==> config.mk <==
export PLATFORM = sky130hd
export DESIGN_NAME = cpu
export DESIGN_NICKNAME = d
export VERILOG_FILES = /design/src/cpu_pkg.sv /design/src/reg_file_if.sv /design/src/register_bank.sv /design/src/alu.sv /design/src/cpu_control.sv /design/src/cpu.sv
export VERILOG_INCLUDE_DIRS = /design/src
export SDC_FILE = /design/constraint.sdc
export NUM_CORES = 1
export LEC_CHECK = 0
export ABC_AREA = 0
export BUFFER_PORTS_ARGS = -buffer_cell sky130_fd_sc_hd__buf_2
export CAP_MARGIN = 20
export CORE_MARGIN = 1.5
export CORE_UTILIZATION = 40
export DETAILED_ROUTE_END_ITERATION = 7
export PLACE_DENSITY = 0.61
export SYNTH_ARGS = -nofsm -noshare
export SYNTH_HDL_FRONTEND = slang
export SYNTH_SLANG_ARGS = --single-unit
==> constraint.sdc <==
create_clock -name clk -period 13.1 [get_ports clk]
set_input_delay 1.965 -clock clk [delete_from_list [all_inputs] [get_ports clk]]
set_output_delay 1.965 -clock clk [all_outputs]
set_load 0.01 [all_outputs]
==> src/cpu_settings.svh <==
`ifndef CPU_SETTINGS_SVH
`define CPU_SETTINGS_SVH

`define CPU_DATA_W   8            // Register and data bus width
`define CPU_ADDR_W   8            // Both bus address widths
`define CPU_INSTR_W  16           // Instruction word
`define CPU_REG_AW   3            // Register index width
`define CPU_REG_N    8            // Number of registers

// Register format, bits 11:6 under a zero prefix
`define OP_NOP  6'b000000
`define OP_ADD  6'b000001
`define OP_AND  6'b000010
`define OP_SUB  6'b000011
`define OP_OR   6'b000100
`define OP_XOR  6'b000101
`define OP_MOV  6'b000110
`define OP_NOT  6'b001000
`define OP_SAR  6'b001001
`define OP_SLR  6'b001010
`define OP_SLL  6'b001100
`define OP_INC  6'b001111
`define OP_DEC  6'b010000
`define OP_CMP  6'b010100

// Immediate format, bits 15:11
`define OP_JE   5'b10000
`define OP_JB   5'b10001
`define OP_JA   5'b10010
`define OP_JL   5'b10011
`define OP_JG   5'b10100
`define OP_JMP  5'b10101
`define OP_LI   5'b11000
`define OP_LM   5'b11001
`define OP_SM   5'b11010

`endif

==> src/cpu_pkg.sv <==
`include "cpu_settings.svh"

package cpu_pkg;

    // One fetched word, read as either format
    typedef union packed {
        struct packed {
            logic [3:0]             prefix;   // All zero for this format
            logic [5:0]             op;
            logic [`CPU_REG_AW-1:0] rd;
            logic [`CPU_REG_AW-1:0] rs;       // Also the shift amount
        } r_form;
        struct packed {
            logic [4:0]             op;
            logic [`CPU_REG_AW-1:0] rd;
            logic [`CPU_DATA_W-1:0] imm;      // Value, data address or jump target
        } i_form;
    } instr_t;

    typedef enum logic [3:0] {
        ALU_NOP,                              // Result is a, flags pass through
        ALU_ADD,
        ALU_SUB,
        ALU_AND,
        ALU_OR,
        ALU_XOR,
        ALU_NOT,
        ALU_MOV,
        ALU_SAR,
        ALU_SLR,
        ALU_SLL,
        ALU_INC,
        ALU_DEC
    } alu_op_t;

    typedef struct packed {
        logic zf;
        logic sf;
        logic cf;
        logic of;
    } flags_t;

    typedef enum logic [1:0] {
        FETCH,
        EXECUTE,
        DATA
    } cpu_state_t;

endpackage

==> src/reg_file_if.sv <==
`timescale 1ns/100ps
`include "cpu_settings.svh"

interface reg_file_if;
    logic [`CPU_REG_AW-1:0] rd_idx1;
    logic [`CPU_DATA_W-1:0] rd_data1;
    logic [`CPU_REG_AW-1:0] rd_idx2;
    logic [`CPU_DATA_W-1:0] rd_data2;
    logic [`CPU_REG_AW-1:0] wr_idx;
    logic [`CPU_DATA_W-1:0] wr_data;
    logic                   wr_en;       // Write on the rising edge

    modport ctrl (
        output rd_idx1, rd_idx2, wr_idx, wr_data, wr_en,
        input  rd_data1, rd_data2
    );

    modport bank (
        input  rd_idx1, rd_idx2, wr_idx, wr_data, wr_en,
        output rd_data1, rd_data2
    );
endinterface

==> src/register_bank.sv <==
`timescale 1ns/100ps
`include "cpu_settings.svh"

module register_bank (
    input  logic     clk,
    input  logic     reset,
    reg_file_if.bank rf
);

    logic [`CPU_DATA_W-1:0] regs [`CPU_REG_N];

    // Two asynchronous read ports
    assign rf.rd_data1 = regs[rf.rd_idx1];
    assign rf.rd_data2 = regs[rf.rd_idx2];

    always_ff @(posedge clk or posedge reset) begin
        if (reset) begin
            for (int i = 0; i < `CPU_REG_N; i++) begin
                regs[i] <= '0;                    // Architectural state starts at zero
            end
        end else if (rf.wr_en) begin
            regs[rf.wr_idx] <= rf.wr_data;
        end
    end

    // The controller must never enable a write to an unknown register
    a_wr_idx_known: assert property (
        @(posedge clk) disable iff (reset)
        rf.wr_en |-> !$isunknown(rf.wr_idx)
    ) else $error("register_bank: write enabled with unknown index");

endmodule

==> src/alu.sv <==
`timescale 1ns/100ps
`include "cpu_settings.svh"

module alu import cpu_pkg::*; (
    input  alu_op_t                op,
    input  logic [`CPU_DATA_W-1:0] a,
    input  logic [`CPU_DATA_W-1:0] b,
    input  flags_t                 flags_in,
    output logic [`CPU_DATA_W-1:0] result,
    output flags_t                 flags_out
);

    logic [`CPU_DATA_W:0]   sum;         // Carry in the top bit
    logic [`CPU_DATA_W:0]   diff;        // Borrow in the top bit
    logic [`CPU_DATA_W:0]   shl;         // Last bit out on top
    logic [`CPU_DATA_W:0]   shr;         // Last bit out at bit 0
    logic [`CPU_DATA_W:0]   sar;
    logic [`CPU_REG_AW-1:0] amt;
    logic                   cf;
    logic                   of;
    logic                   upd;

    assign amt  = b[`CPU_REG_AW-1:0];
    assign sum  = {1'b0, a} + {1'b0, b};
    assign diff = {1'b0, a} - {1'b0, b};

    // Extra guard bit catches the last bit shifted out, zero for amount 0
    assign shl = {1'b0, a} << amt;
    assign shr = {a, 1'b0} >> amt;
    assign sar = $signed({a, 1'b0}) >>> amt;

    always_comb begin
        result = a;
        cf     = 1'b0;
        of     = 1'b0;
        upd    = 1'b1;
        case (op)
            ALU_ADD: begin
                result = sum[`CPU_DATA_W-1:0];
                cf     = sum[`CPU_DATA_W];
                of     = (a[`CPU_DATA_W-1] == b[`CPU_DATA_W-1]) &&
                         (result[`CPU_DATA_W-1] != a[`CPU_DATA_W-1]);
            end
            ALU_SUB: begin                            // Also CMP
                result = diff[`CPU_DATA_W-1:0];
                cf     = diff[`CPU_DATA_W];
                of     = (a[`CPU_DATA_W-1] != b[`CPU_DATA_W-1]) &&
                         (result[`CPU_DATA_W-1] != a[`CPU_DATA_W-1]);
            end
            ALU_AND: result = a & b;
            ALU_OR:  result = a | b;
            ALU_XOR: result = a ^ b;
            ALU_NOT: result = ~a;
            ALU_MOV: result = b;
            ALU_SAR: begin
                result = sar[`CPU_DATA_W:1];
                cf     = sar[0];
            end
            ALU_SLR: begin
                result = shr[`CPU_DATA_W:1];
                cf     = shr[0];
            end
            ALU_SLL: begin
                result = shl[`CPU_DATA_W-1:0];
                cf     = shl[`CPU_DATA_W];
            end
            ALU_INC: begin
                result = a + 1'b1;
                cf     = (result == '0);              // Wrapped past 0xFF
                of     = (result == {1'b1, {(`CPU_DATA_W-1){1'b0}}});
            end
            ALU_DEC: begin
                result = a - 1'b1;
                cf     = (a == '0);
                of     = (result == {1'b0, {(`CPU_DATA_W-1){1'b1}}});
            end
            default: upd = 1'b0;                      // NOP keeps the flags
        endcase

        if (upd) begin
            flags_out.zf = (result == '0);
            flags_out.sf = result[`CPU_DATA_W-1];
            flags_out.cf = cf;
            flags_out.of = of;
        end else begin
            flags_out = flags_in;
        end
    end

endmodule

==> src/cpu_control.sv <==
`timescale 1ns/100ps
`include "cpu_settings.svh"

module cpu_control import cpu_pkg::*; (
    input  logic                    clk,
    input  logic                    reset,
    reg_file_if.ctrl                rf,
    output alu_op_t                 alu_op,
    output logic [`CPU_DATA_W-1:0]  alu_a,
    output logic [`CPU_DATA_W-1:0]  alu_b,
    input  logic [`CPU_DATA_W-1:0]  alu_result,
    input  flags_t                  alu_flags,
    output flags_t                  flags,
    output logic                    ibus_cyc,
    output logic                    ibus_stb,
    output logic [`CPU_ADDR_W-1:0]  ibus_adr,
    input  logic [`CPU_INSTR_W-1:0] ibus_rdata,
    input  logic                    ibus_ack,
    output logic                    dbus_cyc,
    output logic                    dbus_stb,
    output logic                    dbus_we,
    output logic [`CPU_ADDR_W-1:0]  dbus_adr,
    output logic [`CPU_DATA_W-1:0]  dbus_wdata,
    input  logic [`CPU_DATA_W-1:0]  dbus_rdata,
    input  logic                    dbus_ack
);

    cpu_state_t             state;
    instr_t                 ir;          // Current instruction
    logic [`CPU_ADDR_W-1:0] pc;
    logic                   ibus_req;
    logic                   dbus_req;
    logic                   dbus_wr;
    logic                   is_r;
    logic                   is_shift;
    logic                   r_write;     // R-form result goes to rd
    logic                   is_li;
    logic                   is_lm;
    logic                   is_sm;
    logic                   jump_taken;

    assign is_r  = (ir.r_form.prefix == 4'b0000);
    assign is_li = (ir.i_form.op == `OP_LI);
    assign is_lm = (ir.i_form.op == `OP_LM);
    assign is_sm = (ir.i_form.op == `OP_SM);

    always_comb begin
        alu_op = ALU_NOP;                // Unlisted opcodes fall through as NOP
        if (is_r) begin
            case (ir.r_form.op)
                `OP_ADD: alu_op = ALU_ADD;
                `OP_SUB: alu_op = ALU_SUB;
                `OP_CMP: alu_op = ALU_SUB;
                `OP_AND: alu_op = ALU_AND;
                `OP_OR:  alu_op = ALU_OR;
                `OP_XOR: alu_op = ALU_XOR;
                `OP_NOT: alu_op = ALU_NOT;
                `OP_MOV: alu_op = ALU_MOV;
                `OP_SAR: alu_op = ALU_SAR;
                `OP_SLR: alu_op = ALU_SLR;
                `OP_SLL: alu_op = ALU_SLL;
                `OP_INC: alu_op = ALU_INC;
                `OP_DEC: alu_op = ALU_DEC;
                default: alu_op = ALU_NOP;
            endcase
        end
    end

    assign r_write  = (alu_op != ALU_NOP) && (ir.r_form.op != `OP_CMP);
    assign is_shift = alu_op inside {ALU_SAR, ALU_SLR, ALU_SLL};

    // R-form words never match a jump since their top bits are zero
    always_comb begin
        case (ir.i_form.op)
            `OP_JE:  jump_taken = flags.zf;
            `OP_JB:  jump_taken = flags.cf;
            `OP_JA:  jump_taken = !flags.cf && !flags.zf;
            `OP_JL:  jump_taken = (flags.sf != flags.of);
            `OP_JG:  jump_taken = (flags.sf == flags.of) && !flags.zf;
            `OP_JMP: jump_taken = 1'b1;
            default: jump_taken = 1'b0;
        endcase
    end

    assign rf.rd_idx1 = is_r ? ir.r_form.rd : ir.i_form.rd;  // SM reads its register here
    assign rf.rd_idx2 = ir.r_form.rs;
    assign alu_a      = rf.rd_data1;
    assign alu_b      = is_shift ? `CPU_DATA_W'(ir.r_form.rs) : rf.rd_data2;

    always_comb begin
        rf.wr_en   = 1'b0;
        rf.wr_idx  = ir.i_form.rd;
        rf.wr_data = ir.i_form.imm;
        if (state == EXECUTE) begin
            if (r_write) begin
                rf.wr_en   = 1'b1;
                rf.wr_idx  = ir.r_form.rd;
                rf.wr_data = alu_result;
            end else if (is_li) begin
                rf.wr_en = 1'b1;
            end
        end else if (state == DATA && is_lm && dbus_ack) begin
            rf.wr_en   = 1'b1;           // Load lands on the ack edge
            rf.wr_data = dbus_rdata;
        end
    end

    always_ff @(posedge clk or posedge reset) begin
        if (reset) begin
            state    <= FETCH;
            ir       <= '0;
            pc       <= '0;
            flags    <= '0;
            ibus_req <= 1'b0;
            dbus_req <= 1'b0;
            dbus_wr  <= 1'b0;
        end else begin
            case (state)
                FETCH: begin
                    if (!ibus_req) begin
                        ibus_req <= 1'b1;                // First fetch after reset
                    end else if (ibus_ack) begin
                        ir       <= ibus_rdata;
                        ibus_req <= 1'b0;
                        state    <= EXECUTE;
                    end
                end
                EXECUTE: begin
                    flags <= alu_flags;                  // Passes through for non-ALU ops
                    pc    <= jump_taken ? ir.i_form.imm : pc + 1'b1;
                    if (is_lm || is_sm) begin
                        dbus_req <= 1'b1;
                        dbus_wr  <= is_sm;
                        state    <= DATA;
                    end else begin
                        ibus_req <= 1'b1;
                        state    <= FETCH;
                    end
                end
                DATA: begin
                    if (dbus_ack) begin
                        dbus_req <= 1'b0;
                        dbus_wr  <= 1'b0;
                        ibus_req <= 1'b1;
                        state    <= FETCH;
                    end
                end
                default: state <= FETCH;
            endcase
        end
    end

    assign ibus_cyc   = ibus_req;
    assign ibus_stb   = ibus_req;
    assign ibus_adr   = pc;              // Only moves at the end of EXECUTE
    assign dbus_cyc   = dbus_req;
    assign dbus_stb   = dbus_req;
    assign dbus_we    = dbus_wr;
    assign dbus_adr   = ir.i_form.imm;
    assign dbus_wdata = rf.rd_data1;

    a_ibus_hold: assert property (
        @(posedge clk) disable iff (reset)
        ibus_stb && !ibus_ack |=> ibus_stb && $stable(ibus_adr)
    ) else $error("cpu_control: ibus request changed before ack");

    a_dbus_hold: assert property (
        @(posedge clk) disable iff (reset)
        dbus_stb && !dbus_ack |=> dbus_stb && $stable(dbus_adr) && $stable(dbus_we)
            && $stable(dbus_wdata)
    ) else $error("cpu_control: dbus request changed before ack");

    a_one_bus: assert property (
        @(posedge clk) disable iff (reset)
        !(ibus_cyc && dbus_cyc)
    ) else $error("cpu_control: both buses active");

endmodule

==> src/cpu.sv <==
`timescale 1ns/100ps
`include "cpu_settings.svh"

module cpu import cpu_pkg::*; (
    input  logic                    clk,
    input  logic                    reset,
    output logic                    ibus_cyc,
    output logic                    ibus_stb,
    output logic [`CPU_ADDR_W-1:0]  ibus_adr,
    input  logic [`CPU_INSTR_W-1:0] ibus_rdata,
    input  logic                    ibus_ack,
    output logic                    dbus_cyc,
    output logic                    dbus_stb,
    output logic                    dbus_we,
    output logic [`CPU_ADDR_W-1:0]  dbus_adr,
    output logic [`CPU_DATA_W-1:0]  dbus_wdata,
    input  logic [`CPU_DATA_W-1:0]  dbus_rdata,
    input  logic                    dbus_ack
);

    alu_op_t                alu_op;
    logic [`CPU_DATA_W-1:0] alu_a;
    logic [`CPU_DATA_W-1:0] alu_b;
    logic [`CPU_DATA_W-1:0] alu_result;
    flags_t                 alu_flags;
    flags_t                 flags;       // Flag register, fed back to the ALU

    reg_file_if rf ();

    register_bank bank_i (
        .clk   (clk),
        .reset (reset),
        .rf    (rf.bank)
    );

    alu alu_i (
        .op        (alu_op),
        .a         (alu_a),
        .b         (alu_b),
        .flags_in  (flags),
        .result    (alu_result),
        .flags_out (alu_flags)
    );

    cpu_control control_i (
        .clk        (clk),
        .reset      (reset),
        .rf         (rf.ctrl),
        .alu_op     (alu_op),
        .alu_a      (alu_a),
        .alu_b      (alu_b),
        .alu_result (alu_result),
        .alu_flags  (alu_flags),
        .flags      (flags),
        .ibus_cyc   (ibus_cyc),
        .ibus_stb   (ibus_stb),
        .ibus_adr   (ibus_adr),
        .ibus_rdata (ibus_rdata),
        .ibus_ack   (ibus_ack),
        .dbus_cyc   (dbus_cyc),
        .dbus_stb   (dbus_stb),
        .dbus_we    (dbus_we),
        .dbus_adr   (dbus_adr),
        .dbus_wdata (dbus_wdata),
        .dbus_rdata (dbus_rdata),
        .dbus_ack   (dbus_ack)
    );

endmodule

==> results of run 1 <==
cell usage in the layout (no fill, tap or decap), drive strengths merged, types with 11 or more instances in the layout:
cell type   n
inv        42
o22ai      14
clkbuf     11
xnor2      20
ha         35
o21ai      52
buf        68
mux4       19
dfrtp      97
nand2      95
mux2i      55
nor3       20
a21oi      68
mux2       79
a211oi     20
nand3      27
nor2       62
cell usage after synthesis, types with 6 or more instances:
cell / n / share of area (%)
a31oi_1: 8 / 0.57
o31ai_1: 9 / 0.78
o21ai_1: 9 / 0.52
nor2b_1: 6 / 0.43
ha_1: 35 / 5.0
buf_1: 12 / 0.52
buf_4: 14 / 1.2
mux2_2: 75 / 9.7
buf_2: 15 / 0.86
xnor2_1: 20 / 2.0
mux4_2: 19 / 4.9
nor3_1: 18 / 1.0
nand3_1: 27 / 1.6
a211oi_1: 17 / 1.5
a21oi_1: 63 / 3.6
nor2_1: 60 / 2.6
dfrtp_1: 97 / 28
o211ai_1: 7 / 0.60
nand2_1: 93 / 4.0
o21ai_0: 41 / 2.4
o22ai_1: 14 / 1.0
buf_6: 8 / 1.0
mux2i_1: 55 / 6.3
nand2b_1: 6 / 0.43
clkbuf_1: 17 / 0.73
and3_1: 6 / 0.43
or2_2: 8 / 0.57
inv_1: 34 / 1.5
a22oi_1: 6 / 0.52
and2_1: 9 / 0.65
layout make-up:
| class | count | area, um^2 | share of cell area (%) |
|---|---|---|---|
| multi-input cells | 746 | 5740 | 61.4 |
| flip-flops and latches | 97 | 2430 | 26.0 |
| inverters | 43 | 169 | 1.81 |
| clock buffers | 11 | 233 | 2.49 |
| well taps | 275 | 344 | 3.68 |
| repair buffers | 68 | 370 | 3.96 |
| clock inverters | 5 | 63.8 | 0.682 |
logic make-up (layout without fill, tap and decap cells):
| logic type | count (synthesis) | after routing | share of synthesized area [%] |
|---|---|---|---|
| simple gates | 274 | 274 | 15.7 |
| compound gates | 260 | 260 | 20.9 |
| mux | 153 | 153 | 21.6 |
| buf+inv | 109 | 127 | 6.27 |
| flops | 97 | 97 | 27.9 |
| fa+ha+maj | 36 | 36 | 5.26 |
| xor+xnor | 23 | 23 | 2.31 |
critical path, delay by kind of cell, from the launching register on:
family / cells / cell delay (ps)
AO/OA/AOI/OAI: 14 / 3970
adder cells (fa/ha/maj): 1 / 300
flip-flops: 1 / 550
AND/OR/NAND/NOR: 3 / 1380
buffers and inverters: 1 / 330
stage by stage:
step           util (%)  total power, uW  hold WS, ps
3_5_place_dp       42.8             2560          495
3_3_place_gp       42.8             2570          490
5_1_grt            44.2             3080          541
2_1_floorplan         -             2050          461
6_report           44.2             2890          511
4_1_cts            44.2             2850          513
final timing paths:
kind / start / to / slack (ps) / cells after the start
max: control_i.ir[12]$_DFFE_PP0P_ / bank_i.regs[46]$_DFFE_PP0P_ / 6410 / 19
min: bank_i.regs[54]$_DFFE_PP0P_ / bank_i.regs[54]$_DFFE_PP0P_ / 510 / 2
max reg2reg: control_i.ir[12]$_DFFE_PP0P_ / bank_i.regs[46]$_DFFE_PP0P_ / 6410 / 19
min reg2reg: bank_i.regs[54]$_DFFE_PP0P_ / bank_i.regs[54]$_DFFE_PP0P_ / 510 / 2
max in group asynchronous: reset / control_i.ibus_adr[7]$_DFFE_PP0P_ / 10290 / 3
min in group asynchronous: reset / bank_i.regs[49]$_DFFE_PP0P_ / 1610 / 2
state kept, by name (all words and copies together) (netlist names):
register,count
control_i.ibus_cyc,1
bank_i.regs,64
control_i.dbus_we,1
control_i.flags,4
control_i.state,2
control_i.ir,16
control_i.dbus_cyc,1
control_i.ibus_adr,8
power groups by stage:
stage          clock network, uW  registers [uW]  logic [uW]
2_1_floorplan                  0             479        1580
3_3_place_gp                   0             576        1990
3_5_place_dp                   0             580        1980
4_1_cts                      278             575        2000
5_1_grt                      288             597        2190
6_report                     274             578        2030
routing by layer:
metal	up-vias	track usage (%)	share of wire, %
met2	336	41.8	46
met4	0	12.9	5.4
li1	3575	-	-
met3	90	2.73	5.7
met1	3877	36.2	43
met5	-	0	0
==> run metrics, run 1 <==
gr ovfl total=0; Critical Path Sink Type=register; synthesis-to-finish area growth=7.43%; cts repair resizes=0; NumNets Final=1029; remaining antenna violation count=0; Critical Path Max Stage Delay=920 ps; MaxCap Viol Count=0; CTS tree=built; CP Max Fanout=12; WP data arrival=6910 ps; setup bufs post-CTS=0; fin. max-slew vios=0; Clock power frac=9.5%; num rows=53; register area share after synthesis=27.9%; Synth warnings=0; ant diodes=0; CTS buffer count=9; Worst path slowest cell=o21ai_1; DR vias=7878; Placer Congestion=0.992; DRC viols=0; root buf cell=clkbuf_16; Final Hold Vio Count=0; hold crit path type=reg -> reg; Worst EP required=13310 ps; Mapped Area=8700 um^2; CTS Hold Bufs=0; worst vdd ir=0.000172 V; drt first pass iters=6; Ports=57; P_int=1330 uW; share of layout cells above drive strength 1=23.9%; largest net degree at the start of global routing=66; Clock Skew=10.3 ps; CTS Sinks=97; clock-pin slew on the worst setup and hold paths=70 ps; Longest Clk Path Bufs=2; initial antenna violation count=0; Post-DP Area=9050 um^2; ys flop type=dfrtp_1; vias in the first global route=7465; Flop pwr share=20.0%; Initial DRC Count=786; Final Critical Period=6690 ps; number of synthesized flops with an enable pin=0; detailed-route wire length=29.3 mm; Syn Area/Cell=9.14 um^2; crit-path cells=or4_1 > o21ai_1 > a211oi_2 > a221o_1 > or2_1 > inv_2 > ha_1 > a21oi_1 > o21ba_2 > o31ai_1 > o21ai_0 > a32oi_1 > o2111ai_1 > a21oi_1 > nand3_1 > a211oi_1 > a32oi_1 > a21oi_2 > a21oi_1; starting density of the core=41.1%; HPWL after detailed placement=21.8 mm; setup TNS=0 ps; overall routing resource usage=26.5%; crit path kind=reg -> reg; Worst-Margin Slew=1070 ps; Sw Ratio=53.9%; combinational fraction of design power=70.5%; clock latency at the later pin of the worst-skew pair=360 ps; DP Worst Slack=6600 ps; final non-filler cell total=1245; Final WS setup=6410 ps; die height=151 um; I/O Buffers=56; startpoint types=register; Core Area=21200 um^2; post-synthesis cell type count=98; status=completed; final instance area=9350 um^2; chip width=151 um; Net Count, Synth=1016; flops & latches, synth=97; post-DR vias/cell=6.33; Gate Count Post-Synth=952; Max-Slew Margin vs Limit=28.4%; first-pass GRT wire length=44.9 mm; wire length per cell=23.6 um; Pwr per Cell Area=309 nW/um^2; # setup viols final=0; H-tree Lvls=3; Layout fillers=2104; Sw Pwr=1560 uW; Placed Instances=1229; Post-synth ARST share=100%; fin crit share=51.1%; static leakage=0.00402 uW; RSZ-0062 raised after global routing=false; f_max=149 MHz; Die ar.=22700 um^2; crit-path most repeated cell=a21oi_1
Power figures use the tool's default switching activity.
==> inputs of run 2 (changes only) <==
- PLACE_DENSITY: 0.61 -> 0.63
- clock period: 13.1 -> 5.7 ns (I/O delays scaled with it)
==> run metrics, run 2 (synthesis gave the netlist of run 1 again) <==
setup TNS=0 ps (unchanged); Top reg by flops=bank_i.regs; worst vdd ir=0.000301 V (+74%); Core Area=21200 um^2 (unchanged); register area=2430 um^2 (unchanged); Pwr per Cell Area=701 nW/um^2 (+130%); remaining antenna violation count=0 (unchanged); clock-pin slew on the worst setup and hold paths=60 ps (about the same); Layout fillers=2076 (-1.3%); CP Max Fanout=10 (-2); Hold EP=bank_i.regs[22]$_DFFE_PP0P_; reg2reg start=control_i.ir[7]$_DFFE_PP0P_; startpoint types=register; initial antenna violation count=0 (unchanged); hold_sp=bank_i.regs[22]$_DFFE_PP0P_; ant diodes=0 (unchanged); Final Critical Period=5330 ps (-1360 ps); R2R setup slack=370 ps (-6040 ps); num rows=53 (unchanged); DR vias=7837 (-0.52%); CTS Sinks=97 (unchanged); Max-Slew Margin vs Limit=39.4% (+11 points); final non-filler cell total=1270 (+2.0%); static leakage=0.00413 uW (+2.7%); Min Hold Slack=517 ps (+6.24 ps); f_max=188 MHz (+26%); CTS buffer count=9 (unchanged); die height=151 um (unchanged); detailed-route wire length=28.6 mm (-2.4%); Final Hold Vio Count=0 (unchanged); Worst-Margin Slew=900 ps (-167 ps); I/O Buffers=56 (unchanged); max reg flops=64 (unchanged); hold crit path type=reg -> reg; DP Worst Slack=342 ps (-6260 ps); HPWL after detailed placement=21.9 mm (+0.70%); fin crit share=93.5% (+42 points); # setup viols final=0 (unchanged); root buf cell=clkbuf_16; Final WS setup=369 ps (-6040 ps); DRC viols=0 (unchanged); R2R depth=22 (+3); starting density of the core=41.1% (unchanged); Clock Skew=12.3 ps (+2.02 ps); most frequent cells in the layout=dfrtp_1, nand2_1, mux2_2; Critical Path Sink Type=register; share of layout cells above drive strength 1=26.2% (+2.3 points); NumNets Final=1054 (+2.4%); Placer Congestion=0.986 (-0.60%); Longest Clk Path Bufs=2 (unchanged); MaxCap Viol Count=0 (unchanged); RSZ-0062 raised after global routing=false; Placed Instances=1253 (+2.0%); status=completed; Util after Layout=45.1% (+0.85 points); overall routing resource usage=26.5% (about the same); drt first pass iters=5 (-1); synthesis-to-finish area growth=9.50%; FF-to-FF End=bank_i.regs[6]$_DFFE_PP0P_; clock latency at the later pin of the worst-skew pair=360 ps (about the same); largest net degree at the start of global routing=57 (-14%); WP data arrival=5540 ps (-1370 ps); worst hold stages=2 (unchanged); Worst EP required=5910 ps (-7400 ps); area of the multi-input gates=5760 um^2 (+0.28%); crit path kind=reg -> reg; post-DR vias/cell=6.17 (-2.5%); wire length per cell=22.5 um (-4.3%); Ports=57 (unchanged); gr ovfl total=0 (unchanged); CTS Hold Bufs=0 (unchanged); Die ar.=22700 um^2 (unchanged); Initial DRC Count=799 (+1.7%); vias in the first global route=7653 (+2.5%); chip width=151 um (unchanged); commonest non-fill, non-tap cell in the layout=dfrtp_1; first-pass GRT wire length=45.3 mm (+0.92%); H-tree Lvls=3 (unchanged); CTS tree=built; fin. max-slew vios=0 (unchanged)
-- run 2: cell count changes in the layout (fill, tap and decap cells not counted), sizes merged --
cell / delta
bufinv: -1
clkinvlp: +1
buf: +25
clkinv: +1
inv: -1
-- run 2: worst max path at each step --
stage                                startpoint                           to  slack, ps  cells past startpoint
finish              control_i.ir[7]$_DFFE_PP0P_   bank_i.regs[6]$_DFFE_PP0P_        370                     22
CTS                 control_i.ir[7]$_DFFE_PP0P_  bank_i.regs[53]$_DFFE_PP0P_        290                     22
floorplan           control_i.ir[6]$_DFFE_PP0P_  bank_i.regs[54]$_DFFE_PP0P_        700                     24
detailed placement  control_i.ir[7]$_DFFE_PP0P_  bank_i.regs[53]$_DFFE_PP0P_        340                     22
global placement    control_i.ir[7]$_DFFE_PP0P_  bank_i.regs[61]$_DFFE_PP0P_        330                     21
global route        control_i.ir[7]$_DFFE_PP0P_  bank_i.regs[29]$_DFFE_PP0P_         30                     21
-- run 2: cell type report --
class,count,share of cell area [%]
Multi-Input combinational cell,746,60.4
Sequential cell,97,25.5
Timing Repair Buffer,93,5.85
Tap cell,275,3.61
Clock buffer,11,2.44
Inverter,43,1.77
Clock inverter,5,0.420
-- run 2: critical path, cell delays in order, from the launching register on --
cell and delay (ps):
dfrtp_1 340, inv_1 90, ha_2 430, inv_1 80, mux4_2 600, o21ai_0 380, a211oi_1 160, a21oi_2 160
ha_1 270, fa_1 250, a21oi_1 100, o21ba_2 230, o31ai_1 430, o21ai_0 160, a32oi_1 210, o2111ai_1 140
a21oi_1 180, nand3_1 90, a211oi_1 260, a32oi_1 210, a21oi_2 160, buf_4 160, a21oi_1 70
-- run 2: metal layers --
metal	part of all wire, %	global-route usage (%)
met2	45	40.8
met5	0	0
met1	43	35.5
met4	4.0	11.6
met3	7.3	6.03
-- run 2: timing repair --
item | CTS | global route
buffers inserted | 0 | 1
resized for setup | 0 | 6
endpoints found under the hold margin | 0 | 0
endpoints found under the setup margin | 0 | 17
-- run 2: per-stage QoR --
stage          instance area, um^2  power [uW]
3_5_place_dp                  9230        6000
2_1_floorplan                 8700        4720
4_1_cts                       9500        6600
5_1_grt                       9530        7180
3_3_place_gp                  9230        5980
6_report                      9530        6680
-- run 2: report_power, final --
group          switching [uW]  internal, uW
Clock                     283           300
Combinational            2940          1920
Sequential                315           924
